File: src/design/cache_cfg.svh
`ifndef CACHE_CFG_SVH
`define CACHE_CFG_SVH

// byte address width seen by the processor and the bus
`define CACHE_ADDR_W 16

// line geometry
`define CACHE_LINE_BYTES 16
`define CACHE_LINES 32

// address split, tag | index | offset
`define CACHE_TAG_W 7
`define CACHE_INDEX_W 5
`define CACHE_OFFSET_W 4

// one full line in bits
`define CACHE_LINE_W 128

`endif

File: src/design/cache_addr_pkg.sv
`include "cache_cfg.svh"

package cache_addr_pkg;

   // pieces of the address
   typedef logic [`CACHE_TAG_W-1:0] tag_t;
   typedef logic [`CACHE_INDEX_W-1:0] index_t;
   typedef logic [`CACHE_OFFSET_W-1:0] offset_t;

   // lookup view of the address
   typedef struct packed {
      tag_t tag;
      index_t index;
      offset_t offset;
   } addr_fields_t;

   // bus view, line number over the byte offset
   typedef struct packed {
      logic [`CACHE_TAG_W+`CACHE_INDEX_W-1:0] line;
      offset_t offset;
   } addr_line_t;

   // same 16-bit word, decoded two ways
   typedef union packed {
      addr_fields_t f;
      addr_line_t l;
   } cache_addr_t;

   // one cache line
   typedef logic [`CACHE_LINE_W-1:0] line_data_t;

   // one enable per byte lane
   typedef logic [`CACHE_LINE_BYTES-1:0] byte_mask_t;

   // one-hot size: 1, 2, 4, 8 bytes, all zero for a whole line
   typedef logic [3:0] access_size_t;

endpackage

File: src/design/cache_data_array.sv
`timescale 1ns/1ns
`include "cache_cfg.svh"

module cache_data_array
(
   input  logic                       clk,
   input  cache_addr_pkg::index_t     index,
   input  cache_addr_pkg::offset_t    offset,
   input  logic                       data_we,
   input  logic                       fill_sel,
   input  cache_addr_pkg::byte_mask_t byte_mask,
   input  cache_addr_pkg::line_data_t data_write,
   input  cache_addr_pkg::line_data_t bus_read,
   output cache_addr_pkg::line_data_t line_out,
   output cache_addr_pkg::line_data_t data_read
);
   import cache_addr_pkg::*;

   line_data_t line_mem [`CACHE_LINES];
   line_data_t wr_shifted;
   line_data_t wr_line;
   byte_mask_t lane_we;
   logic [`CACHE_OFFSET_W+2:0] bit_shift;

   // offset in bytes to bits
   assign bit_shift = {offset, 3'b000};

   // processor data moved up to its byte position
   assign wr_shifted = data_write << bit_shift;

   // fill takes the bus line into every lane
   always_comb
   begin
      if (fill_sel)
      begin
         wr_line = bus_read;
         lane_we = '1;
      end
      else
      begin
         wr_line = wr_shifted;
         lane_we = byte_mask;
      end
   end

   // per-byte write enables
   always_ff @(posedge clk)
   begin
      if (data_we)
      begin
         for (int i = 0; i < `CACHE_LINE_BYTES; i++)
         begin
            if (lane_we[i])
               line_mem[index][i*8 +: 8] <= wr_line[i*8 +: 8];
         end
      end
   end

   // raw line for write-back
   assign line_out = line_mem[index];

   // addressed byte down to lane 0, zeros shifted in on top
   assign data_read = line_out >> bit_shift;

endmodule

File: config.mk
export PLATFORM = sky130hd
export DESIGN_NAME = cache_data_array
export DESIGN_NICKNAME = d
export VERILOG_FILES = /design/src/design/cache_addr_pkg.sv /design/src/design/cache_data_array.sv
export VERILOG_INCLUDE_DIRS = /design/src /design/src/design
export SDC_FILE = /design/constraint.sdc
export NUM_CORES = 2
export LEC_CHECK = 0
export ABC_AREA = 0
export BUFFER_PORTS_ARGS = -buffer_cell sky130_fd_sc_hd__buf_2
export CORE_ASPECT_RATIO = 0.9
export CORE_MARGIN = 3
export CORE_UTILIZATION = 38
export DETAILED_ROUTE_END_ITERATION = 6
export PLACE_DENSITY = 0.65
export SLEW_MARGIN = 20
export SYNTH_ARGS = -nofsm -noshare
export SYNTH_HDL_FRONTEND = slang
export SYNTH_SLANG_ARGS = --single-unit
File: constraint.sdc
create_clock -name clk -period 11.6 [get_ports clk]
set_input_delay 2.32 -clock clk [delete_from_list [all_inputs] [get_ports clk]]
set_output_delay 2.32 -clock clk [all_outputs]
set_load 0.05 [all_outputs]
## Word level (Yosys, flattened, before mapping)

Memory sizes are Yosys's and may differ from the RTL's.
Cells that the tools add are included.

- Register bits: 0
- Bits in writable memories: 4096
- Input bits: 284
- Memories: 1

Memories:

| memory | depth | bits a word | read ports | clocked after memory_dff | write ports | RTL line | RTL |
|---|---|---|---|---|---|---|---|
| line_mem | 32 | 128 | 1 | 0 | 1 | cache_data_array.sv:19 | `` line_data_t line_mem [`CACHE_LINES]; `` |

- Shift-type cells: 2
- Mux-type cells: 50

Operators with widths:

| kind | count |
|---|---|
| 2-to-1 mux 128 bit | 1 |
| left shift 128 x 7 -> 128 bit | 1 |
| right shift 128 x 7 -> 128 bit | 1 |
| 2-to-1 mux 1 bit | 48 |
| 2-to-1 mux 16 bit | 1 |

## Logic depth before layout (Yosys ltp)

- Depth after elaboration: 4
- Gate-level depth with buffers: 14
- Depth with buffers taken out: 7

## Least setup slack after synthesis

No wires, ideal clock.

- Path type: input port to output port
- From: input port index[0]
- To: output port data_read[63]
- Data arrival time: 5.485 ns
- Data required time: 9.280 ns
- Path slack: 3.795 ns
- Stages: 10
- Cells stage by stage: buf_2 > or4b_1 > buf_4 > buf_2 > o22ai_1 > nor4_1 > nand2_1 > mux4_2 > a22oi_1 > o21ai_0

- Cells in the longest elaborated chain, start to end: 2

Ends and longest elaborated chain:

| what | RTL line | RTL |
|---|---|---|
| from (decl) | cache_data_array.sv:7 | `input cache_addr_pkg::index_t index,` |
| memory (32 x 128 bit) | -- |  |
| net line_out[79] | cache_data_array.sv:14 | `output cache_addr_pkg::line_data_t line_out,` |
| right shift 128 x 7 -> 128 bit | cache_data_array.sv:63 | `assign data_read = line_out >> bit_shift;` |
| to (decl) | cache_data_array.sv:15 | `output cache_addr_pkg::line_data_t data_read` |

The timed path passes the listed nets, and every way through them passes these cells.

## Worst setup path in the final report

- From: input port index[2]
- To: output port data_read[1]

- Cells in the longest elaborated chain, start to end: 2

Ends and longest elaborated chain:

| what | RTL line |
|---|---|
| memory (32 x 128 bit) | -- |
| right shift 128 x 7 -> 128 bit | cache_data_array.sv:63 |

Every way passes these cells.

==> flow_summary.toml <==
[global_route]
grt_pass1_wl_um = 822000
overflow = 0
grt_max_degree = 98
first_global_vias = 95300
antenna_found_initial = 71
grt_usage_pct = 26.5

[yosys]
synthCells = 10300
synth_area_sq_um = 168000
synth_ff_type = "edfxtp_1"
synth_fp_nets = 10600
synthTopCellsByCount = "edfxtp_1 (4096), mux2i_1 (2194), o22ai_1 (1108), nor2_1 (588), nand2_1 (442)"
yosysWarnings = 0
yosys.area.top_type = "edfxtp_1"
synth_area_per_cell_sq_um = 16.3
async_flop_share_pct = 0
synthTopCellsByArea = "edfxtp_1 (73%), mux2i_1 (13%), o22ai_1 (4.1%)"
ys_ff_latch = 4096
synth-seq-area-share_pct = 73.3
synth_edf_count = 4096
synth_top_area_share_pct = 73.3
ys_types = 53
synth_most_common_cell = "edfxtp_1"

[clock_tree]
cts_tree = "built"
postCtsHoldBufs = 0
clock_path_buffers = 4
cts_buffers = 398
root_buffer = "clkbuf_16"
post_cts_resized = 0
htree_levels = 5
clk_pin_slew_ps = 60
cts_setup_buffers = 0
clock-sinks = 4096

[timing]
tightest_slew_ps = 1240
max_clock_freq_mhz = 96.1
period_needed_ps = 10400
fin_crit_sh_pct = 89.7
finalHoldViolCount = 0
fin_setup_tns_ps = 0
worst_slack_ps = 1200
final-setup-viol-count = 0
maxSlewViolCount = 0
rsz0062_at_grt = "false"
slew_headroom_pct = 17.2

[power_and_ir_drop]
p_leak_nw = 64.9
finalPower_mw = 33.2
powerDensity_nw_per_um2 = 174
ir_worst_vdd_uv = 130

[route]
wl_per_cell_um = 35.9
drtIter0Drc = 14900
viasPerCell = 6.02
drt_wl_total_um = 615000
dr.pass1.iters = 7
ant_nets = 0
vias = 103000
drcViolationCount = 5

[finish]
drive_gt1_share_pct = 15.7
final_util_pct = 43.7
nets = 11200
top_regs = "line_mem: 4096 flops"
fin_cells = 17100
largest_reg_flops = 4096
syn_to_final_growth_pct = 13.9
final.fill_count = 38300
regMostFlops = "line_mem"

[floorplanning]
core-area_sq_um = 438000
io_pins = 540
initial_utilization_pct = 38.3
rows = 230
die-area_sq_um = 450000
die_x_um = 707
die_h_um = 637

[setup_path]
max_stage_delay_ps = 1090
worst_path_most_repeated_cell = "buf_2"
end_kind = "primary output"
start_kind = "input pin"
crit_chain = "buf_2 -> or4b_4 -> buf_12 -> o22ai_1 -> nor4_2 -> a21oi_1 -> nor4_1 -> o211ai_1 -> o221a_2 -> buf_2"
arrival_ps = 8080
crit_required_ps = 9280
cp_max_fo = 80
path_class = "input pin to primary output"
slowest_stage = "nor4_2"

[place]
dp_hpwl_um = 418000
port_buffers = 539
gp_congestion = 0.996
dp_slack_ps = 1710
dp_cells = 16300

[flow_run]
maxCapViolations = 0

[min_path]
hold_class = "input pin to flip-flop"

[outcome]
status = "finished, violations left"
failed_checks = "design-rule violations"
## per-stage QoR
step	cell area [sq um]	hold slack [ps]
5_1_grt	191000	2020
3_5_place_dp	178000	3010
4_1_cts	191000	1950
6_report	191000	2010
2_1_floorplan	168000	2820
3_3_place_gp	178000	3010
## logic make-up (layout without fill, tap and decap cells)
kind of cell	Yosys count	in the layout	synth area share [%]
other	0	123	0
AOI/OAI and AO/OA	1697	1697	6.39
muxes	2273	2273	13.9
buffers and inverters	725	1637	2.23
and+or+nand+nor	1500	1500	4.25
DFF	4096	4096	73.3
## cells in the final DEF, fill, tap and decap left out, drive strengths merged, types with 32 or more instances in the layout
| cell type | n |
|---|---|
| edfxtp | 4096 |
| mux2i | 2194 |
| o22ai | 1108 |
| buf | 896 |
| nor2 | 588 |
| clkbuf | 496 |
| nand2 | 442 |
| nor4 | 264 |
| clkinv | 178 |
| a21oi | 156 |
| o21ai | 156 |
| diode | 123 |
| nand3 | 79 |
| a22o | 72 |
| a22oi | 53 |
| and3 | 41 |
| mux2 | 40 |
| mux4 | 39 |
| bufinv | 32 |
## power by group
part | total, mW | switching [mW] | internal, mW
Clock | 12.7 | 5.59 | 7.12
Sequential | 16.7 | 0.0332 | 16.6
Combinational | 3.84 | 3.01 | 0.826
## final timing paths
path,start,to,slack [ps],cells past startpoint
worst max-delay path,index[2],data_read[1],1200,10
worst min-delay path,bus_read[117],line_mem[2][117],2010,4
## critical path: cells and delay by family
family / cells / cell delay, ps
AOI/OAI and AO/OA: 4 / 1580
buffers and inverters: 3 / 1120
and+or+nand+nor: 3 / 2470
## cell type report
cell class / instances / area, sq um / area share (%)
flip-flops and latches: 4096 / 123000 / 64.3
well taps: 5800 / 7260 / 3.79
repair buffers: 896 / 5860 / 3.06
diodes: 123 / 308 / 0.161
clock inverters: 233 / 2220 / 1.16
multi-input cells: 5470 / 42100 / 22.0
inverters: 12 / 58.8 / 0.0307
clock buffers: 496 / 10400 / 5.45
## per-layer routing
metal,vias up,share of wire (%),routed length [um],global-route usage (%)
met5,-,0.019,115,0
li1,42500,-,-,-
met2,6470,44,272000,39.8
met1,52700,36,223000,33.6
met4,18,9.2,56700,20.0
met3,1364,10,62800,5.71
Note: power is estimated with default switching activity, not from simulation.
