--- src/design/cache_cfg.svh ---
`ifndef CACHE_CFG_SVH
`define CACHE_CFG_SVH

// byte address width seen by the processor and the bus
`define CACHE_ADDR_W 16

// line geometry
`define CACHE_LINE_BYTES 16
`define CACHE_LINES 32

// address split, tag | index | offset
`define CACHE_TAG_W 7
`define CACHE_INDEX_W 5
`define CACHE_OFFSET_W 4

// one full line in bits
`define CACHE_LINE_W 128

`endif

--- src/design/cache_addr_pkg.sv ---
`include "cache_cfg.svh"

package cache_addr_pkg;

   // pieces of the address
   typedef logic [`CACHE_TAG_W-1:0] tag_t;
   typedef logic [`CACHE_INDEX_W-1:0] index_t;
   typedef logic [`CACHE_OFFSET_W-1:0] offset_t;

   // lookup view of the address
   typedef struct packed {
      tag_t tag;
      index_t index;
      offset_t offset;
   } addr_fields_t;

   // bus view, line number over the byte offset
   typedef struct packed {
      logic [`CACHE_TAG_W+`CACHE_INDEX_W-1:0] line;
      offset_t offset;
   } addr_line_t;

   // same 16-bit word, decoded two ways
   typedef union packed {
      addr_fields_t f;
      addr_line_t l;
   } cache_addr_t;

   // one cache line
   typedef logic [`CACHE_LINE_W-1:0] line_data_t;

   // one enable per byte lane
   typedef logic [`CACHE_LINE_BYTES-1:0] byte_mask_t;

   // one-hot size: 1, 2, 4, 8 bytes, all zero for a whole line
   typedef logic [3:0] access_size_t;

endpackage

--- src/design/cache_ctrl_pkg.sv ---
`include "cache_cfg.svh"

package cache_ctrl_pkg;

   // controller states
   // miss and evict states serve reads and writes alike,
   // the held write flag picks the hit state after a fill
   typedef enum logic [2:0] {
      IDLE,
      LOOKUP_RD,
      LOOKUP_WR,
      HIT_RD,
      HIT_WR,
      FILL,
      EVICT
   } cache_state_t;

   // request as the controller sees it
   // start marks a request being accepted this cycle
   typedef struct packed {
      logic start;
      logic write;
      cache_addr_pkg::cache_addr_t addr;
      cache_addr_pkg::access_size_t size;
      cache_addr_pkg::line_data_t wdata;
   } cache_req_t;

   // line-wide memory bus drive
   typedef struct packed {
      logic en;
      logic wr;
      logic [`CACHE_ADDR_W-1:0] addr;
      cache_addr_pkg::line_data_t wdata;
   } bus_req_t;

endpackage

--- src/design/cache_request_decode.sv ---
`timescale 1ns/1ns

module cache_request_decode
(
   input  logic                         clk,
   input  logic                         reset,
   input  logic                         idle,
   input  logic                         enable,
   input  logic                         rw,
   input  cache_addr_pkg::cache_addr_t  addr,
   input  cache_addr_pkg::access_size_t size,
   input  cache_addr_pkg::line_data_t   data_write,
   output cache_ctrl_pkg::cache_req_t   req,
   output cache_addr_pkg::byte_mask_t   byte_mask
);
   import cache_addr_pkg::*;

   logic write_q;
   cache_addr_t addr_q;
   access_size_t size_q;
   line_data_t wdata_q;
   byte_mask_t size_run;

   // capture on the accepting edge only
   always_ff @(posedge clk)
   begin
      if (reset)
      begin
         write_q <= 1'b0;
      end
      else if (idle && enable)
      begin
         write_q <= rw;
         addr_q <= addr;
         size_q <= size;
         wdata_q <= data_write;
      end
   end

   // live request while idle so the FSM can leave IDLE on the same edge
   // held copy for the rest of the access
   always_comb
   begin
      if (idle)
      begin
         req.start = enable;
         req.write = rw;
         req.addr = addr;
         req.size = size;
         req.wdata = data_write;
      end
      else
      begin
         req.start = 1'b0;
         req.write = write_q;
         req.addr = addr_q;
         req.size = size_q;
         req.wdata = wdata_q;
      end
   end

   // run of ones for the access size
   always_comb
   begin
      if (size_q[0])
         size_run = 16'h0001;
      else if (size_q[1])
         size_run = 16'h0003;
      else if (size_q[2])
         size_run = 16'h000f;
      else if (size_q[3])
         size_run = 16'h00ff;
      else
         size_run = 16'hffff;
   end

   // lanes pushed past byte 15 fall off the top
   assign byte_mask = size_run << addr_q.f.offset;

endmodule

--- config.mk ---
export PLATFORM = sky130hd
export DESIGN_NAME = cache_request_decode
export DESIGN_NICKNAME = d
export VERILOG_FILES = /design/src/design/cache_addr_pkg.sv /design/src/design/cache_ctrl_pkg.sv /design/src/design/cache_request_decode.sv
export VERILOG_INCLUDE_DIRS = /design/src /design/src/design
export SDC_FILE = /design/constraint.sdc
export NUM_CORES = 1
export LEC_CHECK = 0
export BUFFER_PORTS_ARGS = -buffer_cell sky130_fd_sc_hd__buf_2
export CORE_AREA = 3 3 123 125
export DETAILED_ROUTE_END_ITERATION = 16
export DIE_AREA = 0 0 126 128
export PLACE_DENSITY = 0.88
export SYNTH_ARGS = -nofsm -noshare
export SYNTH_HDL_FRONTEND = slang
export SYNTH_SLANG_ARGS = --single-unit
--- constraint.sdc ---
create_clock -name clk -period 19 [get_ports clk]
set_input_delay 0.95 -clock clk [delete_from_list [all_inputs] [get_ports clk]]
set_output_delay 0.95 -clock clk [all_outputs]
set_load 0.02 [all_outputs]
### Word-level counts from Yosys, hierarchy flattened

Index checks and enable logic that the tools add are counted.

| word-level totals | value |
|---|---|
| word-level logic and storage cells | 13 |
| bits in registers | 149 |

| operators by class | value |
|---|---|
| multiplexer cells | 5 |
| bitwise logic cells | 1 |
| reduce and logical (&&, ||, !) cells | 2 |
| shifts and indexed selects | 1 |

Operator list:

| operator | count |
|---|---|
| $mux W150 | 1 |
| $mux W16 | 4 |
| $shl A16 B4 Y16 | 1 |
| $reduce_and A2 Y1 | 1 |
| $logic_and A1 B1 Y1 | 1 |
| $not A1 Y1 | 1 |

### Logic depth before layout (Yosys ltp)

Gate-level depths: netlist of the first run.

| depth | value |
|---|---|
| depth after elaboration | 5 |
| gate-level depth with buffers | 6 |
| mapped depth without buffers | 4 |

### Least setup slack after synthesis of the first run

Ideal clock, no wire load.

| timing | value |
|---|---|
| path kind | input to register |
| start | in idle |
| end | reg addr_q[0] in the netlist's numbering, enable pin |
| arrival | 7.657 ns |
| path buffers | 2 |
| required time | 18.342 ns |
| stages on the path | 4 |
| slack | 10.685 ns |
| path through | buf_2 -> clkbuf_1 -> nand2_1 -> nor2_1 |

| on the way | value |
|---|---|
| word-level cells in the longest chain between the ends | 2 |

RTL lines:

| item | RTL line | text |
|---|---|---|
| start, declared | cache_request_decode.sv:7 | `input logic idle,` |
| $logic_and A1 B1 Y1 | cache_request_decode.sv:31 | `else if (idle && enable)` |
| $reduce_and A2 Y1 (no line) | -- |  |
| end signal, assigned | cache_request_decode.sv:34 | `addr_q <= addr;` |
| end, declared | cache_request_decode.sv:19 | `cache_addr_t addr_q;` |

No other way between the ends.
A chain may end at the register's enable or synchronous reset.

==> summary.txt, run 1 <==
CTS
  – Clock-pin slew on the worst setup and hold paths: 0.06 ns
  – Setup Buffers After CTS: 0
  – Hold Buf Count CTS: 0
  – H-tree depth: 4
  – CTS tree: built
  – Clk_lat worst skew: 0.41 ns
  – Post-CTS sizing: 0
  – Clk Tree Root Cell: clkbuf_16
  – TritonCTS Sinks: 149
  – CTS Buf Count: 17
  – Clk buf depth: 2

STA
  – Worst-Margin Slew: 0.9815 ns
  – Setup tns final: 0 ns
  – Min setup slack post-route: 15.07 ns
  – Final setup viols: 0
  – Final Hold Fails: 0
  – Hold WS: 0.4555 ns
  – Fin crit share: 20.68%
  – Slew HR: 34.56%
  – Fmax achieved: 254.5 MHz
  – Final slew viol count: 0
  – Post-layout min period: 3.929 ns
  – Unrepaired setup endpoints after global routing: no
  – Skew final: 0 ns

Die
  – Floorplan die width: 126 µm
  – FP Rows: 43
  – Area of the die: 16130 µm²
  – Top-level I/O count: 319
  – Initial core utilization: 47.07%
  – Core ar.: 13990 µm²
  – Die height: 128 µm

Final layout
  – Share of cells above drive strength 1: 68.01%
  – Area occupied by registers: 4464 µm²
  – Multi-input gate area: 2003 µm²
  – Fill count: 1030
  – Layout net count: 863
  – Antenna cells: 0
  – P&R area growth vs syn: 34.87%

Synthesis
  – Distinct cells, synth: 29
  – Post-Synthesis Cells: 393
  – Seq/Total Area, Yosys: 67.81%
  – Synth Cell Area: 6584 µm²
  – Avg Cell Area, Syn: 16.75 µm²
  – Ys Warns: 0
  – Synth Net Count: 546
  – Flops & latches, synth: 149

Placement
  – Buffers on Ports: 318
  – Post-DP HPWL: 12170 µm
  – Worst slack, placed: 15.10 ns
  – Routability cong.: 0.8852

Global routing
  – Global-route wire length before repair: 24830 µm
  – Met2 usage: 33.58%
  – Vias in the first global route: 4783
  – Met1 GRT Util: 22.51%
  – GRT met3 Usage: 7.208%
  – Antenna violations before repair: 1
  – Largest net degree at the start of global routing: 80
  – All-Layer GR Usage: 19.59%
  – Grt peak-use layer: met2
  – Total gr overflow: 0

Routing
  – DRT iter0 DRCs: 256
  – Vias: 4699
  – Post-Route WL: 16310 µm
  – Vias/cell: 5.210
  – Drt wl/cell: 18.08 µm
  – Final ANT Viol Nets: 0
  – DRC viols: 0
  – Drt first pass iters: 4

Setup path
  – CP peak stage delay: 0.81 ns
  – FF-to-FF path depth: 2
  – Crit Reg-Reg Endpoint: write_q$_SDFFE_PP0P_
  – Crit end category: output pin
  – CP bufs+invs: 3
  – Crit path max-delay cell type: buf_4
  – CP max FO: 79
  – Worst R2R Start: write_q$_SDFFE_PP0P_
  – Worst setup SP type: input port
  – Top delay family on crit path: buffers and inverters
  – CP Data Arrival Time: 2.98 ns
  – Worst Path Required: 18.05 ns
  – Reg2Reg Setup Slack: 18.44 ns
  – Crit Path Category: input port to output pin
  – CP cell instances: buf_6 > buf_4 > mux2_2 > buf_2

Power and ir drop
  – Max rail drop VDD: 0.00005995 V
  – Sw Share: 24.49%
  – Comb power frac: 15.0%
  – Clock share of power: 38.2%
  – Internal Power: 0.6220 mW
  – Sequential Power Share: 46.8%
  – Power consumption: 0.8238 mW
  – NetSw: 0.2018 mW
  – Static Leak: 3.627 nW
  – PwrDens: 92.78 nW/µm²

Hold path
  – Hold_sp: write_q$_SDFFE_PP0P_
  – Worst hold path class: flip-flop to flip-flop
  – Hold Crit Depth: 2
  – Worst hold endpoint: write_q$_SDFFE_PP0P_

Flow run
  – Max-cap violations: 0

Outcome
  – Status: finished clean
[how the worst max path moves through the flow]
stage,from,endpoint,slack (ns),cells past startpoint
after floorplan,idle,addr_q[0]$_DFFE_PP_,10.68,4
after CTS,idle,req[113],15.10,4
final,idle,req[118],15.07,4
after detailed placement,idle,wdata_q[123]$_DFFE_PP_,15.10,5
after global routing,idle,req[110],14.98,4
after global placement,idle,req[113],15.17,4
[synthesized netlist by cell type]
library cell | count | share of area [%]
a2111oi_0 | 1 | 0.13
nor2_1 | 8 | 0.46
buf_2 | 9 | 0.68
o32ai_1 | 1 | 0.13
dfxtp_1 | 1 | 0.30
o31ai_1 | 1 | 0.11
inv_1 | 5 | 0.29
o21a_1 | 1 | 0.11
edfxtp_1 | 148 | 68
nor2b_1 | 2 | 0.19
o211ai_1 | 2 | 0.23
clkbuf_1 | 4 | 0.23
nor3_1 | 6 | 0.46
o21ai_1 | 1 | 0.076
o221ai_1 | 1 | 0.13
buf_1 | 9 | 0.51
or3_1 | 2 | 0.19
nand2b_1 | 2 | 0.19
o21bai_1 | 1 | 0.11
mux2_2 | 145 | 25
a31oi_1 | 1 | 0.095
a22oi_1 | 1 | 0.11
a21oi_1 | 7 | 0.53
nand2_1 | 17 | 0.97
a21o_1 | 1 | 0.11
buf_6 | 1 | 0.17
nor4_1 | 1 | 0.095
nand3_1 | 1 | 0.076
o21ai_0 | 13 | 0.99
[worst register-to-register path, stage by stage (launching register included)]
cell,delay (ns)
dfxtp_1,0.32
nand2_1,0.05
a21oi_1,0.13
[registers in the layout, summed over array words and instances (netlist names)]
signal / cells
size_q: 4
wdata_q: 128
addr_q: 16
write_q: 1
[cells by family (layout without fill, tap and decap cells)]
group	Yosys count	in the layout	share of synthesized area, %
DFF	149	149	67.81
buffers and inverters	28	357	1.881
AOI/OAI and AO/OA	32	32	2.889
and+or+nand+nor	39	39	2.622
muxes	145	145	24.80
[final cells by class]
| cell class | instances | area share (%) |
|---|---|---|
| flip-flops and latches | 149 | 50.27 |
| multi-input cells | 216 | 22.56 |
| repair buffers | 321 | 18.25 |
| clock buffers | 21 | 4.960 |
| well taps | 180 | 2.536 |
| clock inverters | 10 | 1.212 |
| inverters | 5 | 0.2114 |
[metrics by stage]
stage,instances,utilization (%),cell area (µm²)
after CTS,902,63.48,8880
after detailed placement,871,59.56,8332
after floorplan,393,-,6584
after global routing,902,63.48,8880
after global placement,871,59.56,8332
final,902,63.48,8880
[cells in the final DEF (no fill, tap or decap), types with 2 or more instances in the layout]
| master | count |
|---|---|
| buf_2 | 317 |
| buf_4 | 3 |
| o211ai_1 | 2 |
| clkbuf_16 | 17 |
| nand2_1 | 17 |
| nor2_1 | 7 |
| bufinv_16 | 2 |
| or3_1 | 2 |
| nor3_1 | 6 |
| clkinvlp_4 | 3 |
| inv_1 | 5 |
| a21oi_1 | 7 |
| nor2b_1 | 2 |
| mux2_2 | 145 |
| edfxtp_1 | 148 |
| o21ai_0 | 13 |
| nand2b_1 | 2 |
| clkbuf_1 | 4 |
| clkinv_1 | 3 |
[power by group through the flow]
stage	clock, mW	combinational (mW)	sequential [mW]
global route	0.339	0.132	0.387
CTS	0.323	0.125	0.385
global placement	0	0.121	0.391
floorplan	0	0.0757	0.391
detailed placement	0	0.124	0.392
finish	0.315	0.124	0.385
[metal layers]
metal | up-vias | share of wire (%) | wire, µm
met1 | 2245 | 38 | 6200
met2 | 253 | 51 | 8317
met4 | 2 | 2.1 | 342
met5 | - | 0.080 | 13
met3 | 33 | 8.8 | 1437
li1 | 2166 | - | -
(Power assumes the default switching activity.)
==> inputs of run 2 (changes only) <==
Settings changed: ABC_AREA set to 1, CORE_AREA 3 3 123 125 to unset, CORE_MARGIN set to 3, CORE_UTILIZATION set to 43, DIE_AREA 0 0 126 128 to unset, PLACE_DENSITY 0.88 to 0.85.
Clock period 19 ns to 3.16 ns, I/O delays scaled along.
==> run 2 against run 1 <==
Net effect:
- synthesized cell count grew 4.3%
- die area grew 11%
- hold slack lost 0.39 ns
- non-clock buffer count grew 155
- via count grew 16%
- clock skew is the same
- first-iteration DRC count grew 2.3%
- count of clock-buffer cells in the layout shrank 3
- critical path type is now flip-flop to output pin
- critical path depth grew 3
- area after synthesis grew 6.4%
- highest routed layer is now met4
==> summary.txt, run 2 <==
Routing
  – DRC viols: 0
  – Vias/cell: 4.894
  – DRT iter0 DRCs: 262
  – Vias: 5442
  – Drt wl/cell: 17.60 µm
  – Final ANT Viol Nets: 0
  – Drt first pass iters: 5
  – Post-Route WL: 19570 µm

Placement
  – Post-DP HPWL: 12080 µm
  – Worst slack, placed: 1.134 ns
  – Placed Area: 8825 µm²
  – Routability cong.: 0.9522
  – Buffers on Ports: 318

STA
  – Fin crit share: 64.40%
  – Post-layout min period: 2.035 ns
  – Setup tns final: 0 ns
  – Skew final: 0 ns
  – Slew HR: 57.38%
  – Fmax achieved: 491.4 MHz
  – Unrepaired setup endpoints after global routing: no
  – Final Hold Fails: 0
  – Final setup viols: 0
  – Final slew viol count: 0
  – Min setup slack post-route: 1.125 ns
  – Worst-Margin Slew: 0.6377 ns

Final layout
  – Max reg flops: 128
  – Share of cells above drive strength 1: 55.80%
  – Most frequent cells in the layout: buf_2, dlygate4sd3_1, edfxtp_1, mux2_4, mux2_2
  – Commonest non-fill, non-tap cell in the layout: buf_2
  – Layout net count: 1037
  – Antenna cells: 0
  – Final instance area: 10950 µm²
  – Largest registers: wdata_q x128, addr_q x16, size_q x4
  – Biggest register: wdata_q
  – P&R area growth vs syn: 56.28%

Global routing
  – Met2 usage: 37.67%
  – Largest net degree at the start of global routing: 77
  – GRT met3 Usage: 5.665%
  – Global-route wire length before repair: 30060 µm
  – Antenna violations before repair: 0
  – Met1 GRT Util: 25.01%
  – Grt peak-use layer: met2
  – Vias in the first global route: 5689
  – All-Layer GR Usage: 21.60%
  – Total gr overflow: 0

Setup path
  – Crit end category: output pin
  – CP max FO: 15
  – Worst setup SP type: flip-flop
  – Most frequent CP cell: inv_1
  – Worst Path Required: 3.00 ns
  – CP bufs+invs: 4
  – Top delay family on crit path: flip-flops
  – CP cell instances: inv_1 > nand2_1 > inv_1 > o21ai_0 > nand2_1 > inv_1 > buf_2
  – CP peak stage delay: 0.64 ns
  – Crit path max-delay cell type: edfxtp_1
  – Crit Path Category: flip-flop to output pin
  – CP Data Arrival Time: 1.88 ns

Die
  – Floorplan die width: 133.7 µm
  – Core ar.: 15940 µm²
  – Area of the die: 17870 µm²
  – Top-level I/O count: 319
  – Die height: 133.7 µm
  – FP Rows: 46
  – Initial core utilization: 43.96%

CTS
  – Setup Buffers After CTS: 0
  – Clk Tree Root Cell: clkbuf_16
  – Clk buf depth: 2
  – Clk_lat worst skew: 0.40 ns
  – Clock-pin slew on the worst setup and hold paths: 0.06 ns
  – CTS tree: built
  – TritonCTS Sinks: 149
  – H-tree depth: 4
  – CTS Buf Count: 17

Power and ir drop
  – Max rail drop VDD: 0.0003540 V
  – PwrDens: 501.3 nW/µm²
  – Static Leak: 4.816 nW
  – Power consumption: 5.491 mW

Synthesis
  – Avg Cell Area, Syn: 17.09 µm²
  – Ys Warns: 0
  – Seq/Total Area, Yosys: 63.70%
  – Ys async rst share: 0%
  – Most common cell in the synthesized netlist: edfxtp_1
  – Post-synth top area share: 63.42%
  – Synth Cell Area: 7008 µm²
  – Synth area leader: edfxtp_1
  – Post-synth top cells: edfxtp_1, mux2_4, mux2_2, nand2_1
  – Ys flop type: edfxtp_1
  – Post-synth EDFFs: 148
  – Flops & latches, synth: 149
  – Synth top area cells: edfxtp_1, mux2_4, mux2_2, buf_6, nand2_1
  – Distinct cells, synth: 25
  – Synth Net Count: 563
  – Post-Synthesis Cells: 410

Outcome
  – Status: finished clean

Hold path
  – Worst hold path class: input port to flip-flop

Flow run
  – Max-cap violations: 0
## run 2: cell count changes in the layout (fill, tap and decap cells not counted), moves of 5 or more
cell,before,now
mux2_2,145,48
mux2_4,0,92
nor2_1,7,12
nand3_1,1,12
dlygate4sd3_1,0,149
nand2_1,17,29
nor3_1,6,1
inv_1,5,12
## run 2: cell families after synthesis
family                 synth area share (%)
AOI/OAI and AO/OA                     2.000
DFF                                   63.70
muxes                                 27.42
and+or+nand+nor                       3.625
buffers and inverters                 3.249
## run 2: cell type report
| class | instances | area, µm² |
|---|---|---|
| clock buffer | 18 | 429.2 |
| multi-input combinational | 227 | 2323 |
| clock inverter | 13 | 206.4 |
| tap | 216 | 270.3 |
| sequential | 149 | 4464 |
| fill | 1035 | 4991 |
| timing repair buffer | 476 | 3209 |
| inverter | 13 | 48.80 |
## run 2: repair_timing
action / in CTS / in global routing
setup endpoints to repair: 0 / 0
gates resized for setup: 0 / 0
endpoints found under the hold margin: 149 / 0
hold buffers: 149 / 0
## run 2: report_power, final
part	total (mW)	leakage [nW]	internal, mW	switching (mW)
combinational	0.995	3.14	0.492	0.503
sequential	2.31	1.37	2.28	0.0345
clock	2.18	0.308	1.40	0.785
total	5.49	4.82	4.17	1.32
## run 2: per-stage QoR
step	instances	hold slack (ns)	utilization, %
CTS	1112	0.03313	68.69
detailed placement	932	0.3494	55.35
floorplan	410	0.2365	-
global route	1112	0.05678	68.69
global placement	932	0.3459	55.35
finish	1112	0.06505	68.69
## run 2: path summary, 6_finish.rpt
path / from / end / slack (ns) / depth (start not counted)
worst max register to register: write_q$_SDFFE_PP0P_ / write_q$_SDFFE_PP0P_ / 2.45 / 2
worst min register to register: write_q$_SDFFE_PP0P_ / write_q$_SDFFE_PP0P_ / 0.48 / 2
worst max-delay path: addr_q[3]$_DFFE_PP_ / byte_mask[14] / 1.13 / 7
worst min-delay path: rw / write_q$_SDFFE_PP0P_ / 0.07 / 3
## run 2: layer usage
| layer | wire length (µm) | share of wire, % |
|---|---|---|
| met3 | 1504 | 7.7 |
| met4 | 546 | 2.8 |
| met1 | 7501 | 38 |
| met2 | 10020 | 51 |
| met5 | 0 | 0 |
## run 2: tightest hold or removal path, cell delays in order
cell and delay (ns):
buf_2 0.11, nor2_1 0.09, a211oi_1 0.06
