File: config.mk
export PLATFORM = sky130hd
export DESIGN_NAME = cache_controller
export DESIGN_NICKNAME = d
export VERILOG_FILES = /design/src/design/cache_addr_pkg.sv /design/src/design/cache_ctrl_pkg.sv /design/src/design/cache_controller.sv /design/src/design/cache_tag_store.sv
export VERILOG_INCLUDE_DIRS = /design/src /design/src/design
export SDC_FILE = /design/constraint.sdc
export NUM_CORES = 1
export LEC_CHECK = 0
export BUFFER_PORTS_ARGS = -buffer_cell sky130_fd_sc_hd__buf_2
export CELL_PAD_IN_SITES_DETAIL_PLACEMENT = 0
export CELL_PAD_IN_SITES_GLOBAL_PLACEMENT = 1
export CORE_ASPECT_RATIO = 0.9
export CORE_MARGIN = 2
export CORE_UTILIZATION = 39
export DETAILED_ROUTE_END_ITERATION = 7
export GPL_TIMING_DRIVEN = 0
export PLACE_DENSITY = 0.86
export SYNTH_ARGS = -nofsm -noshare
export SYNTH_HDL_FRONTEND = slang
export SYNTH_SLANG_ARGS = --single-unit
File: constraint.sdc
create_clock -name clk -period 3.1 [get_ports clk]
set_clock_uncertainty 0.1 [all_clocks]
set_input_delay 0.155 -clock clk [delete_from_list [all_inputs] [get_ports clk]]
set_output_delay 0.155 -clock clk [all_outputs]
set_load 0.03 [all_outputs]
File: src/design/cache_cfg.svh
`ifndef CACHE_CFG_SVH
`define CACHE_CFG_SVH

// byte address width seen by the processor and the bus
`define CACHE_ADDR_W 16

// line geometry
`define CACHE_LINE_BYTES 16
`define CACHE_LINES 32

// address split, tag | index | offset
`define CACHE_TAG_W 7
`define CACHE_INDEX_W 5
`define CACHE_OFFSET_W 4

// one full line in bits
`define CACHE_LINE_W 128

`endif

File: src/design/cache_addr_pkg.sv
`include "cache_cfg.svh"

package cache_addr_pkg;

   // pieces of the address
   typedef logic [`CACHE_TAG_W-1:0] tag_t;
   typedef logic [`CACHE_INDEX_W-1:0] index_t;
   typedef logic [`CACHE_OFFSET_W-1:0] offset_t;

   // lookup view of the address
   typedef struct packed {
      tag_t tag;
      index_t index;
      offset_t offset;
   } addr_fields_t;

   // bus view, line number over the byte offset
   typedef struct packed {
      logic [`CACHE_TAG_W+`CACHE_INDEX_W-1:0] line;
      offset_t offset;
   } addr_line_t;

   // same 16-bit word, decoded two ways
   typedef union packed {
      addr_fields_t f;
      addr_line_t l;
   } cache_addr_t;

   // one cache line
   typedef logic [`CACHE_LINE_W-1:0] line_data_t;

   // one enable per byte lane
   typedef logic [`CACHE_LINE_BYTES-1:0] byte_mask_t;

   // one-hot size: 1, 2, 4, 8 bytes, all zero for a whole line
   typedef logic [3:0] access_size_t;

endpackage

File: src/design/cache_ctrl_pkg.sv
`include "cache_cfg.svh"

package cache_ctrl_pkg;

   // controller states
   // miss and evict states serve reads and writes alike,
   // the held write flag picks the hit state after a fill
   typedef enum logic [2:0] {
      IDLE,
      LOOKUP_RD,
      LOOKUP_WR,
      HIT_RD,
      HIT_WR,
      FILL,
      EVICT
   } cache_state_t;

   // request as the controller sees it
   // start marks a request being accepted this cycle
   typedef struct packed {
      logic start;
      logic write;
      cache_addr_pkg::cache_addr_t addr;
      cache_addr_pkg::access_size_t size;
      cache_addr_pkg::line_data_t wdata;
   } cache_req_t;

   // line-wide memory bus drive
   typedef struct packed {
      logic en;
      logic wr;
      logic [`CACHE_ADDR_W-1:0] addr;
      cache_addr_pkg::line_data_t wdata;
   } bus_req_t;

endpackage

File: src/design/cache_controller.sv
`timescale 1ns/1ns

module cache_controller
(
   input  logic                       clk,
   input  logic                       reset,
   input  cache_ctrl_pkg::cache_req_t req,
   input  cache_addr_pkg::line_data_t old_line,
   input  logic                       bus_ready,
   output logic                       idle,
   output logic                       ready,
   output logic                       data_we,
   output logic                       fill_sel,
   output cache_ctrl_pkg::bus_req_t   bus
);
   import cache_addr_pkg::*;
   import cache_ctrl_pkg::*;

   cache_state_t state;
   cache_state_t state_nxt;
   logic bus_ready_q;
   logic ready_rise;
   logic hit;
   logic evict;
   logic tag_write;
   tag_t stored_tag;
   cache_addr_t bus_addr;

   cache_tag_store tags0
   (
      .clk        (clk),
      .reset      (reset),
      .index      (req.addr.f.index),
      .tag        (req.addr.f.tag),
      .tag_write  (tag_write),
      .hit        (hit),
      .evict      (evict),
      .stored_tag (stored_tag)
   );

   // previous bus_ready for edge detect
   always_ff @(posedge clk)
   begin
      if (reset)
         bus_ready_q <= 1'b0;
      else
         bus_ready_q <= bus_ready;
   end

   assign ready_rise = bus_ready && !bus_ready_q;

   always_ff @(posedge clk)
   begin
      if (reset)
         state <= IDLE;
      else
         state <= state_nxt;
   end

   always_comb
   begin
      state_nxt = state;
      case (state)
         IDLE:
            if (req.start)
               state_nxt = req.write ? LOOKUP_WR : LOOKUP_RD;
         LOOKUP_RD,
         LOOKUP_WR:
            // evict on any valid mismatch, clean or not
            if (hit)
               state_nxt = (state == LOOKUP_WR) ? HIT_WR : HIT_RD;
            else if (evict)
               state_nxt = EVICT;
            else
               state_nxt = FILL;
         HIT_RD,
         HIT_WR:
            state_nxt = IDLE;
         FILL:
            // line now present, finish as a hit
            if (ready_rise)
               state_nxt = req.write ? HIT_WR : HIT_RD;
         EVICT:
            if (ready_rise)
               state_nxt = FILL;
         default:
            state_nxt = IDLE;
      endcase
   end

   assign idle = (state == IDLE);
   assign ready = (state == HIT_RD) || (state == HIT_WR);

   // fill edge writes line, tag and valid together
   assign fill_sel = (state == FILL);
   assign tag_write = fill_sel && ready_rise;
   assign data_we = (state == HIT_WR) || tag_write;

   // old tag for write-back, request line otherwise
   always_comb
   begin
      bus_addr.l.offset = '0;
      if (state == EVICT)
         bus_addr.l.line = {stored_tag, req.addr.f.index};
      else
         bus_addr.l.line = req.addr.l.line;
   end

   assign bus.en = (state == FILL) || (state == EVICT);
   assign bus.wr = (state == EVICT);
   assign bus.addr = bus_addr;
   assign bus.wdata = old_line;

endmodule

File: src/design/cache_tag_store.sv
`timescale 1ns/1ns
`include "cache_cfg.svh"

module cache_tag_store
(
   input  logic                   clk,
   input  logic                   reset,
   input  cache_addr_pkg::index_t index,
   input  cache_addr_pkg::tag_t   tag,
   input  logic                   tag_write,
   output logic                   hit,
   output logic                   evict,
   output cache_addr_pkg::tag_t   stored_tag
);
   import cache_addr_pkg::*;

   tag_t tag_mem [`CACHE_LINES];
   logic [`CACHE_LINES-1:0] valid;
   logic line_valid;
   logic tag_match;

   // tag array
   always_ff @(posedge clk)
   begin
      if (tag_write)
         tag_mem[index] <= tag;
   end

   // valid bits kept apart so reset can clear them all
   always_ff @(posedge clk)
   begin
      if (reset)
         valid <= '0;
      else if (tag_write)
         valid[index] <= 1'b1;
   end

   // compare against the addressed entry
   assign stored_tag = tag_mem[index];
   assign line_valid = valid[index];
   assign tag_match = (stored_tag == tag);

   assign hit = line_valid && tag_match;
   // a different line occupies the slot
   assign evict = line_valid && !tag_match;

endmodule

======== Word level (Yosys, flattened, before mapping) ========
Memory sizes are Yosys's and may differ from the RTL's.
Cells that the tools add are included.
Widths: inputs -> output; s select.
word-level totals
  register bits ........................... 36
  memory bits (writable) .................. 224
  input bits .............................. 281
  output and inout bits ................... 150
  logic and storage cells ................. 46
  memories kept ........................... 1
operators by class
  $lt $le $gt $ge ......................... 2
  equal/unequal tests ..................... 10
  multiplexer cells ....................... 16
  bitwise logic cells ..................... 1
  reduce and logical (&&, ||, !) cells .... 13
memories
  memory         depth  bits a word  read ports  clocked after Yosys merged registers in  write ports  line                   source
  tags0.tag_mem  32     7            1           0                                        1            cache_tag_store.sv:17  tag_t tag_mem [`CACHE_LINES];
operators by type and width
  kind                count
  $or 32x32->32       1
  $mux 3              6
  $mux 12             1
  $pmux 3 s4          1
  $eq 3x3->1 const B  3
  $eq 7x7->1          1
  $eq 3x2->1 const B  2
  $lt 5x6->1 const B  1
  $bmux 1 s5          1
  $demux 1 s5         1
  $ge 5x1->1 const B  1
  $logic_and 1x1->1   5
  $mux 1              4
  $mux 2              2
  $ne 2x1->1 const B  2
  $eq 3x1->1 const B  1
  $logic_not 3->1     1
  $logic_or 1x1->1    3
  $reduce_and 3->1    1
  $logic_not 1->1     2
  $ne 2x2->1 const B  1
  $reduce_or 2->1     1

======== Longest topological paths before layout ========
Gate-level depths: netlist of run 1.
An unclocked memory read counts as a cell.
  word-level depth ........................ 7
  gate-level depth with buffers ........... 11
  depth with buffers taken out ............ 7

======== Modules after synthesis ========
From an unflattened synthesis of run 1, not the netlist that was laid out.
second synthesis, totals
  cells, all modules ...................... 829
  area, all modules ....................... 11762.5 um2
by module, submodules not included
  module            instances  cells an instance  area each (um2)  seq. area each (um2)
  cache_tag_store   1          638                10252.3          7367.1
  cache_controller  1          191                1510.2           80.1

======== Least setup slack after synthesis of run 1 ========
OpenSTA, ideal clock, no wires.
  kind .................................... input-to-reg
  start ................................... in req[137] (netlist name)
  end ..................................... reg state[1]
  library setup time ...................... 0.117 ns
  data arrival time ....................... 2.257 ns
  data required time ...................... 2.883 ns
  path slack .............................. 0.626 ns
  stages on the path ...................... 9
  path buffers ............................ 2
  cells stage by stage .................... buf_6 buf_2 mux2i_1 o22ai_1 or4_1 o21ai_0 nand4_1 or4_4 a22o_1
between the ends
  longest elaborated chain between the ends .. 7
  elaborated cells on any way between the ends .. 10
  classes of those cells .................. 1 x eq/ne; 5 x mux; 3 x reduce/logical; 1 x memory
RTL lines
  element                 line                    source
  start: declaration      cache_controller.sv:7   input cache_ctrl_pkg::cache_req_t req,
  $mem_v2 32x7            n/a
  $eq 7x7->1              cache_tag_store.sv:41   assign tag_match = (stored_tag == tag);
  $logic_not 1->1         cache_tag_store.sv:45   assign evict = line_valid && !tag_match;
  $logic_and 1x1->1       cache_tag_store.sv:45
  $mux 2                  cache_controller.sv:72  else if (evict)
  $mux 3 *                cache_controller.sv:70  if (hit)
  $pmux 3 s4 *            cache_controller.sv:63  case (state)
  end signal: assignment  cache_controller.sv:57  state <= state_nxt;
  end: declaration        cache_controller.sv:19  cache_state_t state;
Mark *: on every way between the ends. The rest lies on a longest branch, timed or not. The select of a mux whose other input is x is not followed.
A chain may end at the register's enable or synchronous reset.

==> impl_metrics.csv, run 1 <==
group,metric,value,unit
logic_synthesis,netlist_area,0.0117,mm²
timing,min_period,3050,ps
global_route,vias_in_the_first_global_route,6790,
setup_path,critPathArrivalTime,2790,ps
routing,drt_drc_violations_left,0,
setup_path,critical_path.reg2reg.startpoint,"state[1]",
global_route,grt_pass1_wl,41500,µm
timing,worst_slew_pin_slew,1230,ps
cts,clk-insertion-delay-late,550,ps
global_route,grt_start_max_net_pins,36,
place,portBuffers,160,
worst_hold_path,worst_hold_path_type,"input port to flip-flop",
place,post-place-ws,-64.2,ps
power_and_ir_drop,static-leakage-power,5.45,nW
logic_synthesis,synthTopCellsByArea,"sky130_fd_sc_hd__edfxtp_1 58%, sky130_fd_sc_hd__mux2i_1 9.6%, sky130_fd_sc_hd__buf_4 9.3%",
layout,insertedDiodeCount,0,
logic_synthesis,netlist-cell-type-count,44,
global_route,global_route.overflow_total,0,
global_route,grt_util_all_layers,0.176,
floorplan,initial_utilization,0.394,
power_and_ir_drop,power_per_cell_area,572,mW/mm²
routing,first_pass_iters,5,
timing,setup_violations,0,
logic_synthesis,yosys_warns,0,
setup_path,required_time_reported_for_the_critical_path_endpoint,2840,ps
cts,cts-root-to-sink-buffers,3,
flow_run,maxCapViolCount,0,
layout,num-nets-final,1315,
timing,slew_limit_headroom,0.176,
cts,cts_tree,"built",
routing,detailedRoute.firstIterationViolations,860,
timing,post-route-worst-setup-slack,53.9,ps
routing,drt-total-wl,29000,µm
floorplan,die_h,168,µm
logic_synthesis,post_synth.cell_area_avg,13.9,µm²
layout,flow.area_growth_from_synthesis,19.1,%
floorplan,core.rowCount,60,
floorplan,die_area,0.0313,mm²
timing,timing.fmax,0.328,GHz
setup_path,path_delay_family,"buffers and inverters",
layout,final_cell_area,0.0139,mm²
routing,routed_via_density,5.14,
timing,totalNegativeSetupSlack,0,ps
setup_path,critPathBufInv,4,
floorplan,core-area,0.0297,mm²
setup_path,max_stage_delay,540,ps
setup_path,setup.worst_path.class,"flip-flop to output pin",
timing,final_hold_viol_count,0,
layout,seq_area,0.00745,mm²
routing,antenna_violating_nets_post_route,0,
logic_synthesis,async_reset_ff_frac,0,
setup_path,startpoint,"state[0]",
floorplan,floorplan.io_pins,431,
place,dp_hpwl,19700,µm
timing,drv_slew,0,
logic_synthesis,postSynthCellCount,839,
setup_path,timing.critical_path.slowest_stage_cell,"sky130_fd_sc_hd__clkbuf_1",
setup_path,timing.critical_path.cells,"clkbuf_1 -> nand3b_1 -> inv_1 -> clkbuf_1 -> o21ai_0 -> o21ai_0 -> buf_2",
timing,period_share,0.983,
worst_hold_path,min_from,"req[141]",
setup_path,worstSetupStartpointType,"flip-flop",
cts,cts_root_buf,"sky130_fd_sc_hd__clkbuf_16",
routing,via_count,7498,
timing,grt_setup_unrepaired,"no",
cts,cts.sinks,260,
layout,total_area_of_multi_input_combinational_cells,0.00287,mm²
logic_synthesis,synthFlopType,"sky130_fd_sc_hd__edfxtp_1",
logic_synthesis,synth_edf_count,224,
cts,cts.clk_slew.worst_paths,60,ps
place,dpl_cell_area,0.0130,mm²
cts,htreeDepth,1,
floorplan,die_width,186,µm
logic_synthesis,yosysSeqAreaShare,0.638,
logic_synthesis,post-synth-top-area-fraction,0.576,
logic_synthesis,synth_area_leader,"sky130_fd_sc_hd__edfxtp_1",
routing,wl_per_cell,19.9,µm
power_and_ir_drop,irDropWorstVdd,0.396,mV
global_route,antenna_violations_before_repair,0,
logic_synthesis,synth.ff_latch_count,260,
layout,num-fill-cells,2606,
cts,cts-buffers-inserted,27,
layout,drive_gt1_frac,0.373,
setup_path,endpoint_kind,"output pin",
status,run_status,"complete, no violations",
place,globalplace.congestion,0.849,
setup_path,crit_fanout,10,
## cells in the final DEF, fill, tap and decap left out, drive strengths merged, types with 2 or more instances in the layout
cell type,n
nor2,103
bufinv,2
nand2b,6
o21ai,20
edfxtp,224
conb,4
a21oi,5
inv,9
clkinv,8
mux2i,112
or3b,3
or3,8
and3b,2
a21boi,2
dlygate4sd3,3
mux4,8
nand2,4
nand4,5
buf,329
or4,14
or4b,4
nor2b,3
nand4bb,6
o22ai,62
nand4b,5
clkbuf,47
nor4,4
clkinvlp,3
nand3b,4
dfxtp,36
## state kept, by name, indices dropped and copies added (netlist names)
register and cells:
state 3, tags0.tag_mem 224, bus_ready_q 1, tags0.valid 32
## cells by family (layout without fill, tap and decap cells)
logic type             count (synthesis)  count (layout)  synth area share
flip-flops                           260             260             0.638
buffers and inverters                188             401             0.117
multiplexers                         120             120             0.111
AO/OA/AOI/OAI                         97              97            0.0518
other                                  1               4          0.000321
AND/OR/NAND/NOR                      173             173            0.0813
## per-layer routing
layer / vias to the layer above / global-route usage / routed length [µm]
li1: 3382 / - / -
met1: 3630 / 0.237 / 11500
met2: 421 / 0.281 / 13600
met3: 65 / 0.0473 / 3280
met4: 0 / 0.0518 / 719
met5: - / 0 / 0
## power by group
part,switching [mW],internal [mW]
logic,0.592,0.351
registers,0.00775,3.81
clock network,1.33,1.86
total,1.93,6.02
## cell usage after synthesis (all sizes together), types with 3 or more instances
library cell / count
o22ai: 62
nor4: 4
nor2: 103
nand4b: 5
mux4: 8
mux2i: 112
nand2b: 6
buf: 169
nand4bb: 6
dfxtp: 36
or3b: 3
inv: 7
a21oi: 5
nand3b: 4
or4: 14
nor2b: 3
o21ai: 20
or4b: 4
edfxtp: 224
nand2: 4
or3: 8
nand4: 5
clkbuf: 12
## final timing paths
check                              end  slack (ps)  depth (start not counted)
setup / recovery              bus[142]          50                          7
hold / removal    tags0.tag_mem[26][0]          50                          1
setup reg to reg   tags0.tag_mem[8][1]         150                          7
hold reg to reg         tags0.valid[5]         370                          2
## stage by stage
| stage | util | hold slack [ps] | power [mW] | cells |
|---|---|---|---|---|
| 2_1_floorplan | - | 154 | 4.57 | 842 |
| 4_1_cts | 0.469 | 28.5 | 7.97 | 1458 |
| 6_report | 0.469 | 47.0 | 7.95 | 1458 |
| 3_3_place_gp | 0.438 | 295 | 4.81 | 1405 |
| 5_1_grt | 0.469 | 57.1 | 8.17 | 1458 |
| 3_5_place_dp | 0.438 | 306 | 4.82 | 1405 |
## worst reg2reg max path, cell delays in order, from the launching register on
cell and delay [ps]:
sky130_fd_sc_hd__dfxtp_1 290, sky130_fd_sc_hd__clkbuf_1 180, sky130_fd_sc_hd__and3b_1 250, sky130_fd_sc_hd__clkbuf_1 210, sky130_fd_sc_hd__nand2_1 90, sky130_fd_sc_hd__or3_1 310, sky130_fd_sc_hd__clkbuf_1 230, sky130_fd_sc_hd__nor2_1 910
## repair_timing
action | in CTS | in global routing
setup endpoints to repair | 0 | 1
hold buffers | 3 | 0
setup buffers | 0 | 0
resized for setup | 0 | 1
endpoints found under the hold margin | 3 | 0
## area by class of cell
class	count	share of cell area
repair buffers	163	0.0598
well taps	403	0.0363
plain buffers	181	0.0966
inverters	7	0.00189
clock buffers	35	0.0533
multi-input cells	394	0.206
clock inverters	15	0.00999
flip-flops and latches	260	0.536
(Power assumes the default switching activity.)
==> inputs of run 2 (changes only) <==
--- a/config.mk
+++ b/config.mk
@@ -8,11 +8,11 @@
 export LEC_CHECK = 0
-export BUFFER_PORTS_ARGS = -buffer_cell sky130_fd_sc_hd__buf_2
 export CELL_PAD_IN_SITES_DETAIL_PLACEMENT = 0
 export CELL_PAD_IN_SITES_GLOBAL_PLACEMENT = 1
-export CORE_ASPECT_RATIO = 0.9
-export CORE_MARGIN = 2
-export CORE_UTILIZATION = 39
+export CORE_AREA = 2 2 166 168
 export DETAILED_ROUTE_END_ITERATION = 7
+export DIE_AREA = 0 0 168 170
+export DONT_BUFFER_PORTS = 1
 export GPL_TIMING_DRIVEN = 0
-export PLACE_DENSITY = 0.86
+export MAX_ROUTING_LAYER = met4
+export PLACE_DENSITY = 0.77
 export SYNTH_ARGS = -nofsm -noshare
--- a/constraint.sdc
+++ b/constraint.sdc
@@ -4,2 +4,2 @@
 set_output_delay 0.155 -clock clk [all_outputs]
-set_load 0.03 [all_outputs]
+set_load 0.1 [all_outputs]
==> impl_metrics.csv, run 2 (same netlist as run 1, synthesis figures left out) <==
group,metric,value,unit
layout,registers_with_the_most_flip_flops,"tags0.tag_mem: 224 flops, tags0.valid: 32 flops, state: 3 flops",
timing,timing.fmax,0.323,GHz
floorplan,floorplan.io_pins,431,
setup_path,endpoint_kind,"flip-flop",
place,numPlacedInstances,1184,
global_route,global_route.usage.met2,0.321,
setup_path,setup.worst_path.class,"flip-flop to flip-flop",
layout,largest_reg_flops,224,
global_route,vias_in_the_first_global_route,6221,
timing,period_share,0.998,
cts,cts.sinks,260,
global_route,grt_pass1_wl,40200,µm
cts,cts.clk_slew.worst_paths,60,ps
routing,drt_drc_violations_left,0,
flow_run,maxCapViolCount,0,
floorplan,die_h,170,µm
setup_path,crit_fanout,9,
routing,via_count,6868,
layout,num-nets-final,1167,
layout,finish.cell_count_without_fillers,1245,
timing,final_hold_viol_count,0,
layout,layout.cells.most_common_list,"224 x sky130_fd_sc_hd__edfxtp_1, 145 x sky130_fd_sc_hd__buf_4, 112 x sky130_fd_sc_hd__mux2i_1",
routing,antenna_violating_nets_post_route,0,
worst_hold_path,min_from,"bus_ready",
timing,worst_slew_pin_slew,1200,ps
timing,drv_slew,0,
global_route,grt_util_all_layers,0.200,
routing,drt-total-wl,28800,µm
setup_path,reg2reg_slack,5,ps
layout,flow.area_growth_from_synthesis,14.5,%
timing,totalNegativeSetupSlack,0,ps
setup_path,required_time_reported_for_the_critical_path_endpoint,3170,ps
setup_path,worstSetupStartpointType,"flip-flop",
cts,htreeDepth,1,
floorplan,core-area,0.0267,mm²
place,globalplace.congestion,0.875,
timing,post-route-worst-setup-slack,5.43,ps
status,run_status,"complete, no violations",
setup_path,critPathArrivalTime,3160,ps
layout,regMostFlops,"tags0.tag_mem",
layout,drive_gt1_frac,0.301,
place,post-place-ws,-768,ps
routing,detailedRoute.firstIterationViolations,636,
worst_hold_path,worstHoldPathCells,5,
setup_path,critical_path.reg2reg.startpoint,"state[1]",
place,portBuffers,0,
timing,setup_violations,0,
power_and_ir_drop,p_total,8.57,mW
power_and_ir_drop,power_per_cell_area,641,mW/mm²
worst_hold_path,hold_end,"state[2]",
timing,slew_limit_headroom,0.194,
floorplan,die_width,168,µm
routing,routed_via_density,5.52,
power_and_ir_drop,irDropWorstVdd,0.523,mV
setup_path,rr_worst_depth,7,
floorplan,initial_utilization,0.438,
place,dp_hpwl,18900,µm
global_route,grt_start_max_net_pins,35,
timing,min_period,3090,ps
cts,cts-root-to-sink-buffers,3,
floorplan,die_area,0.0286,mm²
global_route,antenna_violations_before_repair,1,
global_route,global_route.overflow_total,0,
setup_path,critical_path.reg2reg.endpoint,"tags0.tag_mem[4][4]",
worst_hold_path,worst_hold_path_type,"input port to flip-flop",
cts,cts-buffers-inserted,27,
layout,final_common_cell,"sky130_fd_sc_hd__edfxtp_1",
floorplan,core.rowCount,60,
power_and_ir_drop,static-leakage-power,4.91,nW
cts,cts_root_buf,"sky130_fd_sc_hd__clkbuf_16",
global_route,gr-max-usage-layer,"met2",
global_route,gr-usage-met1,0.259,
cts,clk-insertion-delay-late,530,ps
global_route,use_met3,0.0400,
timing,grt_setup_unrepaired,"yes",
routing,wl_per_cell,23.1,µm
cts,cts_tree,"built",
routing,first_pass_iters,5,
[run 2: what timing repair did]
item | in CTS | in global routing
setup buffers | 0 | 0
endpoints found under the setup margin | 263 | 171
pin swaps | 1 | 0
hold buffers | 14 | 0
hold endpoints to repair | 230 | 0
resized for setup | 20 | 27
[run 2: worst max-delay path by stage]
stage | startpoint | to | depth (start not counted)
2_1_floorplan | state[1] | tags0.tag_mem[0][0] | 7
3_3_place_gp | state[1] | tags0.tag_mem[30][5] | 5
3_5_place_dp | state[1] | tags0.tag_mem[30][5] | 5
4_1_cts | state[1] | tags0.tag_mem[8][5] | 7
5_1_grt | state[1] | tags0.tag_mem[8][5] | 7
6_report | state[1] | tags0.tag_mem[4][4] | 7
[run 2: stage by stage]
stage	hold WS, ps	util	instance area (µm²)
2_1_floorplan	154	-	11700
3_3_place_gp	156	0.455	12100
3_5_place_dp	155	0.457	12200
4_1_cts	22.4	0.499	13300
5_1_grt	93.1	0.502	13400
6_report	37.2	0.502	13400
[run 2: final cells by class]
class	instances	area, µm²
multi-input combinational	394	3070
sequential	260	7450
inverter	7	26.3
antenna	1	2.50
fill	2279	13300
clock buffer	30	687
timing repair buffer	15	175
tap	341	427
clock inverter	16	181
buffer	181	1350
[run 2: per-layer routing]
| layer | part of all wire | wire, µm | up-vias |
|---|---|---|---|
| li1 | - | - | 3103 |
| met4 | 0.025 | 720 | 0 |
| met1 | 0.40 | 11500 | 3386 |
| met3 | 0.086 | 2490 | 47 |
| met5 | 0 | 0 | - |
| met2 | 0.49 | 14000 | 332 |
[run 2: worst max-delay path, stage by stage, from the launching register on]
cell	delay, ps
sky130_fd_sc_hd__dfxtp_1	300
sky130_fd_sc_hd__clkbuf_1	190
sky130_fd_sc_hd__and3b_1	240
sky130_fd_sc_hd__buf_2	470
sky130_fd_sc_hd__nand2_1	120
sky130_fd_sc_hd__or3_1	320
sky130_fd_sc_hd__clkbuf_1	340
sky130_fd_sc_hd__nor2_2	650
[run 2: where the power goes]
group,total [mW],switching [mW],internal [mW]
combinational,1.54,1.22,0.326
sequential,3.81,0.00742,3.81
clock,3.21,1.29,1.91
